File: src/shim_pkg.sv
package shim_pkg;

  // Fixed design constants
  localparam int N_BOARDS            = 8;  // Amplifier boards
  localparam int SPI_INIT_MIN_CYCLES = 10; // Min wait before spi_off counts
  localparam int TIMER_W             = 32; // Sequencer timer width

  // Sequencer state encoding
  typedef enum logic [3:0] {
    IDLE              = 4'd1,
    CONFIRM_SPI_INIT  = 4'd2,
    RELEASE_SD_F      = 4'd3,
    PULSE_SD_RST      = 4'd4,
    SD_RST_DELAY      = 4'd5,
    CONFIRM_SPI_START = 4'd6,
    RUNNING           = 4'd7,
    HALTED            = 4'd8
  } shim_state_t;

  // Status codes, upper byte groups the source
  typedef enum logic [24:0] {
    OK                   = 25'h001, // Basic system
    PS_SHUTDOWN          = 25'h002,
    SPI_START_TIMEOUT    = 25'h100, // SPI subsystem
    SPI_INIT_TIMEOUT     = 25'h101,
    INTEG_THRESH_AVG_OOB = 25'h200, // Config values and lock
    INTEG_WINDOW_OOB     = 25'h201,
    INTEG_EN_OOB         = 25'h202,
    SYS_EN_OOB           = 25'h203,
    LOCK_VIOL            = 25'h204,
    SHUTDOWN_SENSE       = 25'h300, // Shutdown sources
    EXT_SHUTDOWN         = 25'h301,
    OVER_THRESH          = 25'h400, // Integrator
    BAD_DAC_CMD          = 25'h600, // DAC commands
    BAD_ADC_CMD          = 25'h700  // ADC commands
  } status_code_t;

  typedef logic [2:0]          board_num_t;  // Board index
  typedef logic [N_BOARDS-1:0] board_mask_t; // One bit per board

  // Status word, read raw by software or as fields
  typedef union packed {
    logic [31:0] raw;
    struct packed {
      board_num_t   board; // Bits 31:29
      status_code_t code;  // Bits 28:4
      shim_state_t  state; // Bits 3:0
    } f;
  } status_word_t;

  // Lowest set bit of a board mask, 0 when empty
  function automatic board_num_t lowest_board(input board_mask_t mask);
    board_num_t idx;
    idx = '0;
    for (int i = N_BOARDS - 1; i >= 0; i--) begin
      if (mask[i]) idx = board_num_t'(i); // Lower bits overwrite higher
    end
    return idx;
  endfunction

endpackage

File: src/shim_if.sv
`timescale 1ns/1ps

// Encoded faults, encoder to sequencer
interface fault_if;
  import shim_pkg::*;

  logic         enable;    // Registered sys_en
  logic         cfg_fault; // Any config value out of bounds
  status_code_t cfg_code;  // Winning config code
  logic         run_fault; // Any running fault, disable included
  status_code_t run_code;  // Winning running code
  board_num_t   run_board; // Board of winning source

  modport encoder   (output enable, cfg_fault, cfg_code, run_fault, run_code, run_board);
  modport sequencer (input  enable, cfg_fault, cfg_code, run_fault, run_code, run_board);
endinterface

// State change events, sequencer to status register
interface status_if;
  import shim_pkg::*;

  logic         halt;  // Leaving for HALTED
  logic         start; // Entering RUNNING
  logic         clear; // HALTED back to IDLE
  status_code_t code;  // Halt code
  board_num_t   board; // Halt board

  modport sequencer (output halt, start, clear, code, board);
  modport status    (input  halt, start, clear, code, board);
endinterface

File: src/shim_fault_encoder.sv
`timescale 1ns/1ps

module shim_fault_encoder (
  input  logic                  clk,
  input  logic                  aresetn,
  input  logic                  sys_en,
  input  logic                  integ_thresh_avg_oob,
  input  logic                  integ_window_oob,
  input  logic                  integ_en_oob,
  input  logic                  sys_en_oob,
  input  logic                  lock_viol,
  input  logic                  ext_shutdown,
  input  shim_pkg::board_mask_t shutdown_sense,
  input  shim_pkg::board_mask_t over_thresh,
  input  shim_pkg::board_mask_t bad_dac_cmd,
  input  shim_pkg::board_mask_t bad_adc_cmd,
  fault_if.encoder              flt
);
  import shim_pkg::*;

  logic         cfg_fault_d;
  status_code_t cfg_code_d;
  logic         run_fault_d;
  status_code_t run_code_d;
  board_num_t   run_board_d;

  // Pre-start checks, highest priority first
  always_comb begin
    cfg_fault_d = 1'b1;
    cfg_code_d  = OK;
    if (integ_thresh_avg_oob) cfg_code_d = INTEG_THRESH_AVG_OOB;
    else if (integ_window_oob) cfg_code_d = INTEG_WINDOW_OOB;
    else if (integ_en_oob)     cfg_code_d = INTEG_EN_OOB;
    else if (sys_en_oob)       cfg_code_d = SYS_EN_OOB;
    else cfg_fault_d = 1'b0; // Config clean
  end

  // Running faults, board only for per-board sources
  always_comb begin
    run_fault_d = 1'b1;
    run_code_d  = OK;
    run_board_d = '0;
    if (!sys_en) run_code_d = PS_SHUTDOWN; // Disable beats everything
    else if (lock_viol) run_code_d = LOCK_VIOL;
    else if (|shutdown_sense) begin
      run_code_d  = SHUTDOWN_SENSE;
      run_board_d = lowest_board(shutdown_sense);
    end else if (ext_shutdown) run_code_d = EXT_SHUTDOWN;
    else if (|over_thresh) begin
      run_code_d  = OVER_THRESH;
      run_board_d = lowest_board(over_thresh);
    end else if (|bad_dac_cmd) begin
      run_code_d  = BAD_DAC_CMD;
      run_board_d = lowest_board(bad_dac_cmd);
    end else if (|bad_adc_cmd) begin
      run_code_d  = BAD_ADC_CMD;
      run_board_d = lowest_board(bad_adc_cmd);
    end else run_fault_d = 1'b0;
  end

  // One register stage for all fault outputs
  always_ff @(posedge clk) begin
    if (!aresetn) begin
      flt.enable    <= 1'b0;
      flt.cfg_fault <= 1'b0;
      flt.cfg_code  <= OK;
      flt.run_fault <= 1'b1;        // Disabled at reset
      flt.run_code  <= PS_SHUTDOWN;
      flt.run_board <= '0;
    end else begin
      flt.enable    <= sys_en;
      flt.cfg_fault <= cfg_fault_d;
      flt.cfg_code  <= cfg_code_d;
      flt.run_fault <= run_fault_d;
      flt.run_code  <= run_code_d;
      flt.run_board <= run_board_d;
    end
  end

  // Sequencer relies on disable showing up as a run fault
  a_disable_is_fault: assert property (@(posedge clk) disable iff (!aresetn)
    !flt.enable |-> flt.run_fault);

endmodule

File: src/shim_hw_manager.sv
`timescale 1ns/1ps

module shim_hw_manager #(
  parameter int unsigned SHUTDOWN_FORCE_DELAY = 25000000,  // Force release to reset pulse
  parameter int unsigned SHUTDOWN_RESET_PULSE = 25000,     // Reset pulse width
  parameter int unsigned SHUTDOWN_RESET_DELAY = 25000000,  // Reset pulse to SPI start
  parameter int unsigned SPI_INIT_WAIT        = 25000000,  // Init check timeout
  parameter int unsigned SPI_START_WAIT       = 250000000  // Start check timeout
) (
  input  logic        clk,
  input  logic        aresetn,
  input  logic        sys_en,
  input  logic        spi_off,
  input  logic        ext_shutdown,
  input  logic        integ_thresh_avg_oob,
  input  logic        integ_window_oob,
  input  logic        integ_en_oob,
  input  logic        sys_en_oob,
  input  logic        lock_viol,
  input  logic [7:0]  shutdown_sense, // Per board
  input  logic [7:0]  over_thresh,
  input  logic [7:0]  bad_dac_cmd,
  input  logic [7:0]  bad_adc_cmd,
  output logic        unlock_cfg,
  output logic        spi_clk_power_n,
  output logic        spi_en,
  output logic        shutdown_sense_en,
  output logic        trig_en,
  output logic        n_shutdown_force,
  output logic        n_shutdown_rst,
  output logic [31:0] status_word,
  output logic        ps_interrupt
);
  import shim_pkg::*;

  fault_if      flt ();
  status_if     st ();
  shim_state_t  state;
  status_word_t status_word_u;

  assign status_word = status_word_u.raw;

  shim_fault_encoder shim_fault_encoder_inst (
    .clk, .aresetn, .sys_en, .integ_thresh_avg_oob, .integ_window_oob, .integ_en_oob,
    .sys_en_oob, .lock_viol, .ext_shutdown, .shutdown_sense, .over_thresh, .bad_dac_cmd,
    .bad_adc_cmd, .flt(flt.encoder)
  );

  shim_sequencer #(
    .SHUTDOWN_FORCE_DELAY(SHUTDOWN_FORCE_DELAY), .SHUTDOWN_RESET_PULSE(SHUTDOWN_RESET_PULSE),
    .SHUTDOWN_RESET_DELAY(SHUTDOWN_RESET_DELAY), .SPI_INIT_WAIT(SPI_INIT_WAIT),
    .SPI_START_WAIT(SPI_START_WAIT)
  ) shim_sequencer_inst (
    .clk, .aresetn, .flt(flt.sequencer), .spi_off, .unlock_cfg, .spi_clk_power_n, .spi_en,
    .shutdown_sense_en, .trig_en, .n_shutdown_force, .n_shutdown_rst, .state,
    .st(st.sequencer)
  );

  shim_status_reg shim_status_reg_inst (
    .clk, .aresetn, .st(st.status), .state, .status_word(status_word_u), .ps_interrupt
  );

endmodule

File: src/shim_sequencer.sv
`timescale 1ns/1ps

module shim_sequencer #(
  // Cycle counts, defaults for a 250 MHz clock
  parameter int unsigned SHUTDOWN_FORCE_DELAY = 25000000,  // 100 ms
  parameter int unsigned SHUTDOWN_RESET_PULSE = 25000,     // 100 us
  parameter int unsigned SHUTDOWN_RESET_DELAY = 25000000,  // 100 ms
  parameter int unsigned SPI_INIT_WAIT        = 25000000,  // 100 ms
  parameter int unsigned SPI_START_WAIT       = 250000000  // 1 s
) (
  input  logic                  clk,
  input  logic                  aresetn,
  fault_if.sequencer            flt,
  input  logic                  spi_off,
  output logic                  unlock_cfg,
  output logic                  spi_clk_power_n,
  output logic                  spi_en,
  output logic                  shutdown_sense_en,
  output logic                  trig_en,
  output logic                  n_shutdown_force,
  output logic                  n_shutdown_rst,
  output shim_pkg::shim_state_t state,
  status_if.sequencer           st
);
  import shim_pkg::*;

  shim_state_t        state_nxt;
  logic [TIMER_W-1:0] timer;  // Cycles spent in current timed state
  logic               timed;  // Timer runs in this state

  assign timed = state inside {CONFIRM_SPI_INIT, RELEASE_SD_F, PULSE_SD_RST,
                               SD_RST_DELAY, CONFIRM_SPI_START};

  // Next state and status events
  always_comb begin
    state_nxt = state;
    st.halt   = 1'b0;
    st.start  = 1'b0;
    st.clear  = 1'b0;
    st.code   = OK;
    st.board  = '0;  // Only run faults carry a board
    case (state)
      IDLE: begin
        if (flt.enable) begin
          if (flt.cfg_fault) begin // Bad config, never power up
            state_nxt = HALTED;
            st.halt   = 1'b1;
            st.code   = flt.cfg_code;
          end else state_nxt = CONFIRM_SPI_INIT;
        end
      end
      CONFIRM_SPI_INIT: begin
        if (timer >= TIMER_W'(SPI_INIT_MIN_CYCLES) && spi_off) state_nxt = RELEASE_SD_F;
        else if (timer >= TIMER_W'(SPI_INIT_WAIT)) begin
          state_nxt = HALTED; // SPI never reported off
          st.halt   = 1'b1;
          st.code   = SPI_INIT_TIMEOUT;
        end
      end
      RELEASE_SD_F: if (timer >= TIMER_W'(SHUTDOWN_FORCE_DELAY)) state_nxt = PULSE_SD_RST;
      PULSE_SD_RST: if (timer >= TIMER_W'(SHUTDOWN_RESET_PULSE)) state_nxt = SD_RST_DELAY;
      SD_RST_DELAY: if (timer >= TIMER_W'(SHUTDOWN_RESET_DELAY)) state_nxt = CONFIRM_SPI_START;
      CONFIRM_SPI_START: begin
        if (!spi_off) begin // SPI came up
          state_nxt = RUNNING;
          st.start  = 1'b1;
        end else if (timer >= TIMER_W'(SPI_START_WAIT)) begin
          state_nxt = HALTED;
          st.halt   = 1'b1;
          st.code   = SPI_START_TIMEOUT;
        end
      end
      RUNNING: begin
        if (flt.run_fault) begin
          state_nxt = HALTED;
          st.halt   = 1'b1;
          st.code   = flt.run_code;
          st.board  = flt.run_board;
        end
      end
      HALTED: begin
        if (!flt.enable) begin // Wait for software to drop enable
          state_nxt = IDLE;
          st.clear  = 1'b1;
        end
      end
      default: state_nxt = IDLE; // Illegal encodings recover
    endcase
  end

  // State, timer and registered control outputs
  always_ff @(posedge clk) begin
    if (!aresetn) begin
      state             <= IDLE;
      timer             <= '0;
      unlock_cfg        <= 1'b1;
      spi_clk_power_n   <= 1'b1;
      spi_en            <= 1'b0;
      shutdown_sense_en <= 1'b0;
      trig_en           <= 1'b0;
      n_shutdown_force  <= 1'b0;
      n_shutdown_rst    <= 1'b1;
    end else begin
      state <= state_nxt;
      if (state_nxt != state) timer <= '0; // Restart on every entry
      else if (timed) timer <= timer + 1'b1;
      case (state_nxt)
        IDLE: unlock_cfg <= 1'b1;
        CONFIRM_SPI_INIT: begin
          unlock_cfg      <= 1'b0; // Lock config
          spi_clk_power_n <= 1'b0; // Clock on for init check
        end
        RELEASE_SD_F: begin
          spi_clk_power_n  <= 1'b1;
          n_shutdown_force <= 1'b1;
        end
        PULSE_SD_RST: n_shutdown_rst <= 1'b0;
        SD_RST_DELAY: n_shutdown_rst <= 1'b1;
        CONFIRM_SPI_START: begin
          shutdown_sense_en <= 1'b1;
          spi_clk_power_n   <= 1'b0;
          spi_en            <= 1'b1;
        end
        RUNNING: trig_en <= 1'b1;
        HALTED: begin // Power off, unlock_cfg left as is
          n_shutdown_force  <= 1'b0;
          n_shutdown_rst    <= 1'b1;
          shutdown_sense_en <= 1'b0;
          spi_clk_power_n   <= 1'b1;
          spi_en            <= 1'b0;
          trig_en           <= 1'b0;
        end
        default: ;
      endcase
    end
  end

  a_trig_only_running: assert property (@(posedge clk) disable iff (!aresetn)
    trig_en |-> state == RUNNING);
  a_rst_only_in_pulse: assert property (@(posedge clk) disable iff (!aresetn)
    !n_shutdown_rst |-> state == PULSE_SD_RST);

endmodule

File: src/shim_status_reg.sv
`timescale 1ns/1ps

module shim_status_reg (
  input  logic                   clk,
  input  logic                   aresetn,
  status_if.status               st,
  input  shim_pkg::shim_state_t  state,
  output shim_pkg::status_word_t status_word,
  output logic                   ps_interrupt
);
  import shim_pkg::*;

  status_code_t code_q;
  board_num_t   board_q;

  // Latch on the same edge as the sequencer state
  always_ff @(posedge clk) begin
    if (!aresetn) begin
      code_q       <= OK;
      board_q      <= '0;
      ps_interrupt <= 1'b0;
    end else begin
      ps_interrupt <= st.halt | st.start; // One pulse per entry
      if (st.clear) begin
        code_q  <= OK;
        board_q <= '0;
      end else if (st.halt) begin
        code_q  <= st.code;
        board_q <= st.board;
      end
    end
  end

  // Word built field by field
  always_comb begin
    status_word.f.board = board_q;
    status_word.f.code  = code_q;
    status_word.f.state = state; // Live sequencer state
  end

  a_irq_single_cycle: assert property (@(posedge clk) disable iff (!aresetn)
    ps_interrupt |=> !ps_interrupt);

endmodule

File: config.mk
export PLATFORM = sky130hd
export DESIGN_NAME = shim_hw_manager
export DESIGN_NICKNAME = d
export VERILOG_FILES = /design/src/shim_pkg.sv /design/src/shim_if.sv /design/src/shim_fault_encoder.sv /design/src/shim_hw_manager.sv /design/src/shim_sequencer.sv /design/src/shim_status_reg.sv
export SDC_FILE = /design/constraint.sdc
export NUM_CORES = 1
export LEC_CHECK = 0
export BUFFER_PORTS_ARGS = -buffer_cell sky130_fd_sc_hd__buf_2
export CORE_ASPECT_RATIO = 0.75
export CORE_UTILIZATION = 30
export CTS_BUF_LIST = sky130_fd_sc_hd__clkbuf_4
export DETAILED_ROUTE_END_ITERATION = 7
export GPL_ROUTABILITY_DRIVEN = 0
export GPL_TIMING_DRIVEN = 0
export HOLD_SLACK_MARGIN = 0.05
export MAX_ROUTING_LAYER = met4
export PLACE_DENSITY_LB_ADDON = 0.12
export SYNTH_ARGS = -nofsm -noshare
export SYNTH_HDL_FRONTEND = slang
export SYNTH_SLANG_ARGS = --single-unit
export TNS_END_PERCENT = 10
File: constraint.sdc
create_clock -name clk -period 2.7 [get_ports clk]
set_input_delay 0.54 -clock clk [delete_from_list [all_inputs] [get_ports clk]]
set_output_delay 0.54 -clock clk [all_outputs]
set_load 0.02 [all_outputs]
==> impl_metrics.env <==
export IMPL_cts_buffers=9
export IMPL_antenna_cells=0
export IMPL_synth_area_sq_um=3556
export IMPL_fillCellCount=1210
export IMPL_dr_total_vias=3366
export IMPL_gr_total_overflow=0
export IMPL_layout_area_overhead_vs_synth_pct=25.19
export IMPL_final_cell_area_excluding_filler_cells_sq_um=4452
export IMPL_min_from="integ_thresh_avg_oob"
export IMPL_wire_per_inst_um=12.55
export IMPL_cp_max_fo=10
export IMPL_cp_start_kind="flop"
export IMPL_critical_path_max_stage_delay_ns=0.57
export IMPL_antenna_found_initial=0
export IMPL_total_routing_resource_utilization_after_global_routing_pct=16.16
export IMPL_skew_ns=0.01071
export IMPL_status="finished, violations left"
export IMPL_most_common_layout_cells="83 x sky130_fd_sc_hd__nor2_1, 65 x sky130_fd_sc_hd__dfxtp_1, 63 x sky130_fd_sc_hd__buf_2"
export IMPL_clock_sink_count=66
export IMPL_worstSetupPathType="flop to flop"
export IMPL_final_hold_worst_slack_ns=0.2846
export IMPL_drtIter0Drc=195
export IMPL_layout_nets=585
export IMPL_dpl_instance_area_sq_um=4136
export IMPL_failed_checks="negative setup slack"
export IMPL_critPathSlowestCell="sky130_fd_sc_hd__or4_4"
export IMPL_path_buf_inv=2
export IMPL_hold_path_cells=2
export IMPL_cp_delay_by_family_top="simple AND/OR/NAND/NOR gates"
export IMPL_final_antenna_net_count=0
export IMPL_final_hold_violation_count=0
export IMPL_final_period_minus_worst_setup_slack_ns=2.726
export IMPL_critPathArrivalTime_ns=3.11
export IMPL_postSynthRegisterBits=66
export IMPL_static_leakage_power_nw=1.806
export IMPL_cp_end_kind="flop"
export IMPL_vdd_ir_drop_max_v=0.0002486
export IMPL_detailed_place_hpwl_um=6705
export IMPL_std_cell_core_area_sq_um=11570
export IMPL_syn_instance_count=443
export IMPL_placedCellCount=685
export IMPL_cp_cell_sequence="or4_4 -> or4_4 -> o31a_1 -> a31oi_4 -> and4_4 -> o2111ai_4 -> buf_6 -> buf_6 -> nor2_1"
export IMPL_max_slew_violation_count=0
export IMPL_synth_top_flop_cell="sky130_fd_sc_hd__dfxtp_1"
export IMPL_dieHeight_um=96.29
export IMPL_synthesis_area_per_instance_sq_um=8.027
export IMPL_grt_pass1_vias=3042
export IMPL_tritoncts="done"
export IMPL_cts_hold_repair_buffers=0
export IMPL_finalWirelength_um=8886
export IMPL_crit_reg2reg_capture="shim_sequencer_inst.timer[2]"
export IMPL_initial_utilization_pct=30.73
export IMPL_timing_worst_slew_pin_value_ns=0.9956
export IMPL_cts_path_max_buffers=2
export IMPL_via_per_inst=4.754
export IMPL_h_tree_levels=3
export IMPL_final_period_utilization_pct=101.0
export IMPL_yosys_cell_types_count=58
export IMPL_postLayoutSetupSlackWorst_ns=-0.02593
export IMPL_synthArstFlopShare_pct=0
export IMPL_post_route_cells_drive_above_1_share_pct=24.91
export IMPL_rrSetupSlack_ns=-0.03
export IMPL_worst_r2r_path_depth=9
export IMPL_detailedRoute_firstPassIterationCount=4
export IMPL_setup_total_negative_slack_ns=-0.2455
export IMPL_dieArea_sq_um=12300
export IMPL_boundaryPins=82
export IMPL_hp_class="input port to flop"
export IMPL_critical_path_required_ns=3.08
export IMPL_layout_cells_non_filler=708
export IMPL_yosys_warnings=0
export IMPL_cellPowerDensity_nw_per_um2=475.4
export IMPL_max_slew_margin_pct=31.91
export IMPL_drv_cap=0
export IMPL_timing_hold_worst_endpoint="shim_fault_encoder_inst.flt.cfg_code[1]"
export IMPL_grt_pass1_wl_um=14840
export IMPL_timing_rr_start="shim_sequencer_inst.timer[31]"
export IMPL_setup_repair_after_global_routing_missed_its_margin="true"
export IMPL_synth_edf_count=0
export IMPL_maximum_number_of_pins_on_one_net_before_global_route_repair=13
export IMPL_mostFrequentLayoutCell="sky130_fd_sc_hd__nor2_1"
export IMPL_drc_errors=0
export IMPL_placement_io_buffers=62
export IMPL_clk_transition_reported_paths_ns=0.11
export IMPL_die_width_um=127.7
export IMPL_placementRows=34
export IMPL_fmax_mhz=366.8
export IMPL_clk_insertion_delay_late_ns=0.44
export IMPL_synth_yosys_seq_area_share_pct=37.16
export IMPL_cts_root_buf="sky130_fd_sc_hd__clkbuf_4"
export IMPL_setup_violations_final=22
==> worst reg2reg max path, cell delays in order (launching register included) <==
cell                        delay (ns)
sky130_fd_sc_hd__dfxtp_1          0.33
sky130_fd_sc_hd__or4_4            0.57
sky130_fd_sc_hd__or4_4            0.48
sky130_fd_sc_hd__o31a_1           0.32
sky130_fd_sc_hd__a31oi_4          0.19
sky130_fd_sc_hd__and4_4           0.26
sky130_fd_sc_hd__o2111ai_4        0.12
sky130_fd_sc_hd__buf_6            0.17
sky130_fd_sc_hd__buf_6            0.14
sky130_fd_sc_hd__nor2_1           0.11
==> cell type report <==
cell class	instances	area, sq um	share of cell area [%]
buffer	35	272.8	6.127
clock buffer	10	75.07	1.686
clock inverter	6	115.1	2.586
inverter	15	56.30	1.265
multi-input combinational	345	2037	45.76
sequential	66	1323	29.71
tap	162	202.7	4.553
timing repair buffer	69	370.4	8.319
==> timing repair <==
action	in CTS	in global routing
gates resized for setup	11	4
hold endpoints to repair	0	0
pin swaps	3	0
gates cloned	1	0
buffers inserted	5	1
setup endpoints to repair	42	40
==> stage by stage <==
| stage | total power [W] | util [%] | setup slack (ns) |
|---|---|---|---|
| after floorplan | 0.001178 | - | 0.09135 |
| final | 0.002116 | 38.47 | -0.02593 |
| after CTS | 0.002142 | 38.22 | -0.01371 |
| after detailed placement | 0.001259 | 35.75 | -0.6988 |
| after global routing | 0.002224 | 38.47 | -0.1168 |
| after global placement | 0.001260 | 35.75 | -0.8013 |
==> cell usage after synthesis (3+ instances only) <==
| cell type | number | share of area (%) |
|---|---|---|
| sky130_fd_sc_hd__a22o_1 | 6 | 1.5 |
| sky130_fd_sc_hd__buf_4 | 21 | 4.4 |
| sky130_fd_sc_hd__clkbuf_1 | 5 | 0.53 |
| sky130_fd_sc_hd__buf_6 | 4 | 1.3 |
| sky130_fd_sc_hd__clkbuf_8 | 3 | 1.2 |
| sky130_fd_sc_hd__or4_1 | 4 | 0.84 |
| sky130_fd_sc_hd__o21ai_0 | 12 | 1.7 |
| sky130_fd_sc_hd__and3_1 | 8 | 1.4 |
| sky130_fd_sc_hd__a311oi_1 | 3 | 0.74 |
| sky130_fd_sc_hd__and4_1 | 3 | 0.74 |
| sky130_fd_sc_hd__a31oi_1 | 8 | 1.4 |
| sky130_fd_sc_hd__nor4_1 | 13 | 2.3 |
| sky130_fd_sc_hd__nand4_1 | 8 | 1.4 |
| sky130_fd_sc_hd__inv_1 | 15 | 1.6 |
| sky130_fd_sc_hd__nor3_1 | 18 | 2.5 |
| sky130_fd_sc_hd__o21bai_1 | 3 | 0.63 |
| sky130_fd_sc_hd__a211oi_1 | 3 | 0.63 |
| sky130_fd_sc_hd__nand2_1 | 35 | 3.7 |
| sky130_fd_sc_hd__nor2_1 | 85 | 9.0 |
| sky130_fd_sc_hd__dfxtp_1 | 66 | 37 |
| sky130_fd_sc_hd__xnor2_1 | 12 | 3.0 |
| sky130_fd_sc_hd__o211ai_1 | 4 | 0.84 |
| sky130_fd_sc_hd__nand3_1 | 18 | 2.5 |
| sky130_fd_sc_hd__nor2b_1 | 4 | 0.70 |
| sky130_fd_sc_hd__or3_1 | 3 | 0.53 |
| sky130_fd_sc_hd__a21oi_1 | 22 | 3.1 |
| sky130_fd_sc_hd__xor2_1 | 16 | 3.9 |
==> where the power goes <==
group          internal, W  switching [W]  leakage [nW]  total, W
sequential        0.000987     0.00000888         0.535  0.000996
clock             0.000482       0.000377        0.0968  0.000859
combinational     0.000109       0.000152          1.17  0.000261
total              0.00158       0.000539          1.81   0.00212
==> flip-flops by register name, indices dropped and copies added, names as in the netlist <==
register                               flops
shim_sequencer_inst.timer                 32
shim_fault_encoder_inst.flt.run_code       6
shim_status_reg_inst.code_q                6
shim_sequencer_inst.state                  4
shim_fault_encoder_inst.flt.cfg_code       3
shim_fault_encoder_inst.flt.run_board      3
shim_status_reg_inst.board_q               3
shim_fault_encoder_inst.flt.enable         1
shim_fault_encoder_inst.flt.run_fault      1
shim_sequencer_inst.n_shutdown_force       1
shim_sequencer_inst.n_shutdown_rst         1
shim_sequencer_inst.spi_clk_power_n        1
shim_sequencer_inst.spi_en                 1
shim_sequencer_inst.trig_en                1
shim_sequencer_inst.unlock_cfg             1
shim_status_reg_inst.ps_interrupt          1
==> how the worst max path moves through the flow <==
| stage | start | end | cells after the start |
|---|---|---|---|
| floorplan | shim_sequencer_inst.timer[28] | shim_sequencer_inst.spi_en | 7 |
| CTS | shim_sequencer_inst.timer[31] | shim_sequencer_inst.timer[19] | 9 |
| detailed placement | shim_sequencer_inst.state[2] | shim_sequencer_inst.timer[31] | 8 |
| global route | shim_sequencer_inst.timer[31] | shim_sequencer_inst.timer[25] | 9 |
| global placement | shim_sequencer_inst.state[2] | shim_sequencer_inst.timer[31] | 8 |
| finish | shim_sequencer_inst.timer[31] | shim_sequencer_inst.timer[2] | 9 |
==> kinds of logic (layout without fill, tap and decap cells) <==
logic type	Yosys count	in the layout	share of synthesized area, %
AOI/OAI and AO/OA	85	85	17.24
xor gates and xnor gates	28	28	6.896
adders and majority gates	2	2	0.7036
buffers and inverters	50	135	9.254
DFF	66	66	37.16
muxes	1	1	0.2815
other	1	19	0.1055
and+or+nand+nor	210	210	28.36
==> metal layers <==
| layer | up-vias | global-route usage [%] | share of wire (%) |
|---|---|---|---|
| met5 | - | - | 0 |
| met4 | 0 | 5.588 | 1.5 |
| met3 | 11 | 4.558 | 4.6 |
| met2 | 76 | 22.50 | 39 |
| met1 | 1538 | 22.13 | 55 |
| li1 | 1741 | - | - |
Power figures use the tool's default switching activity.
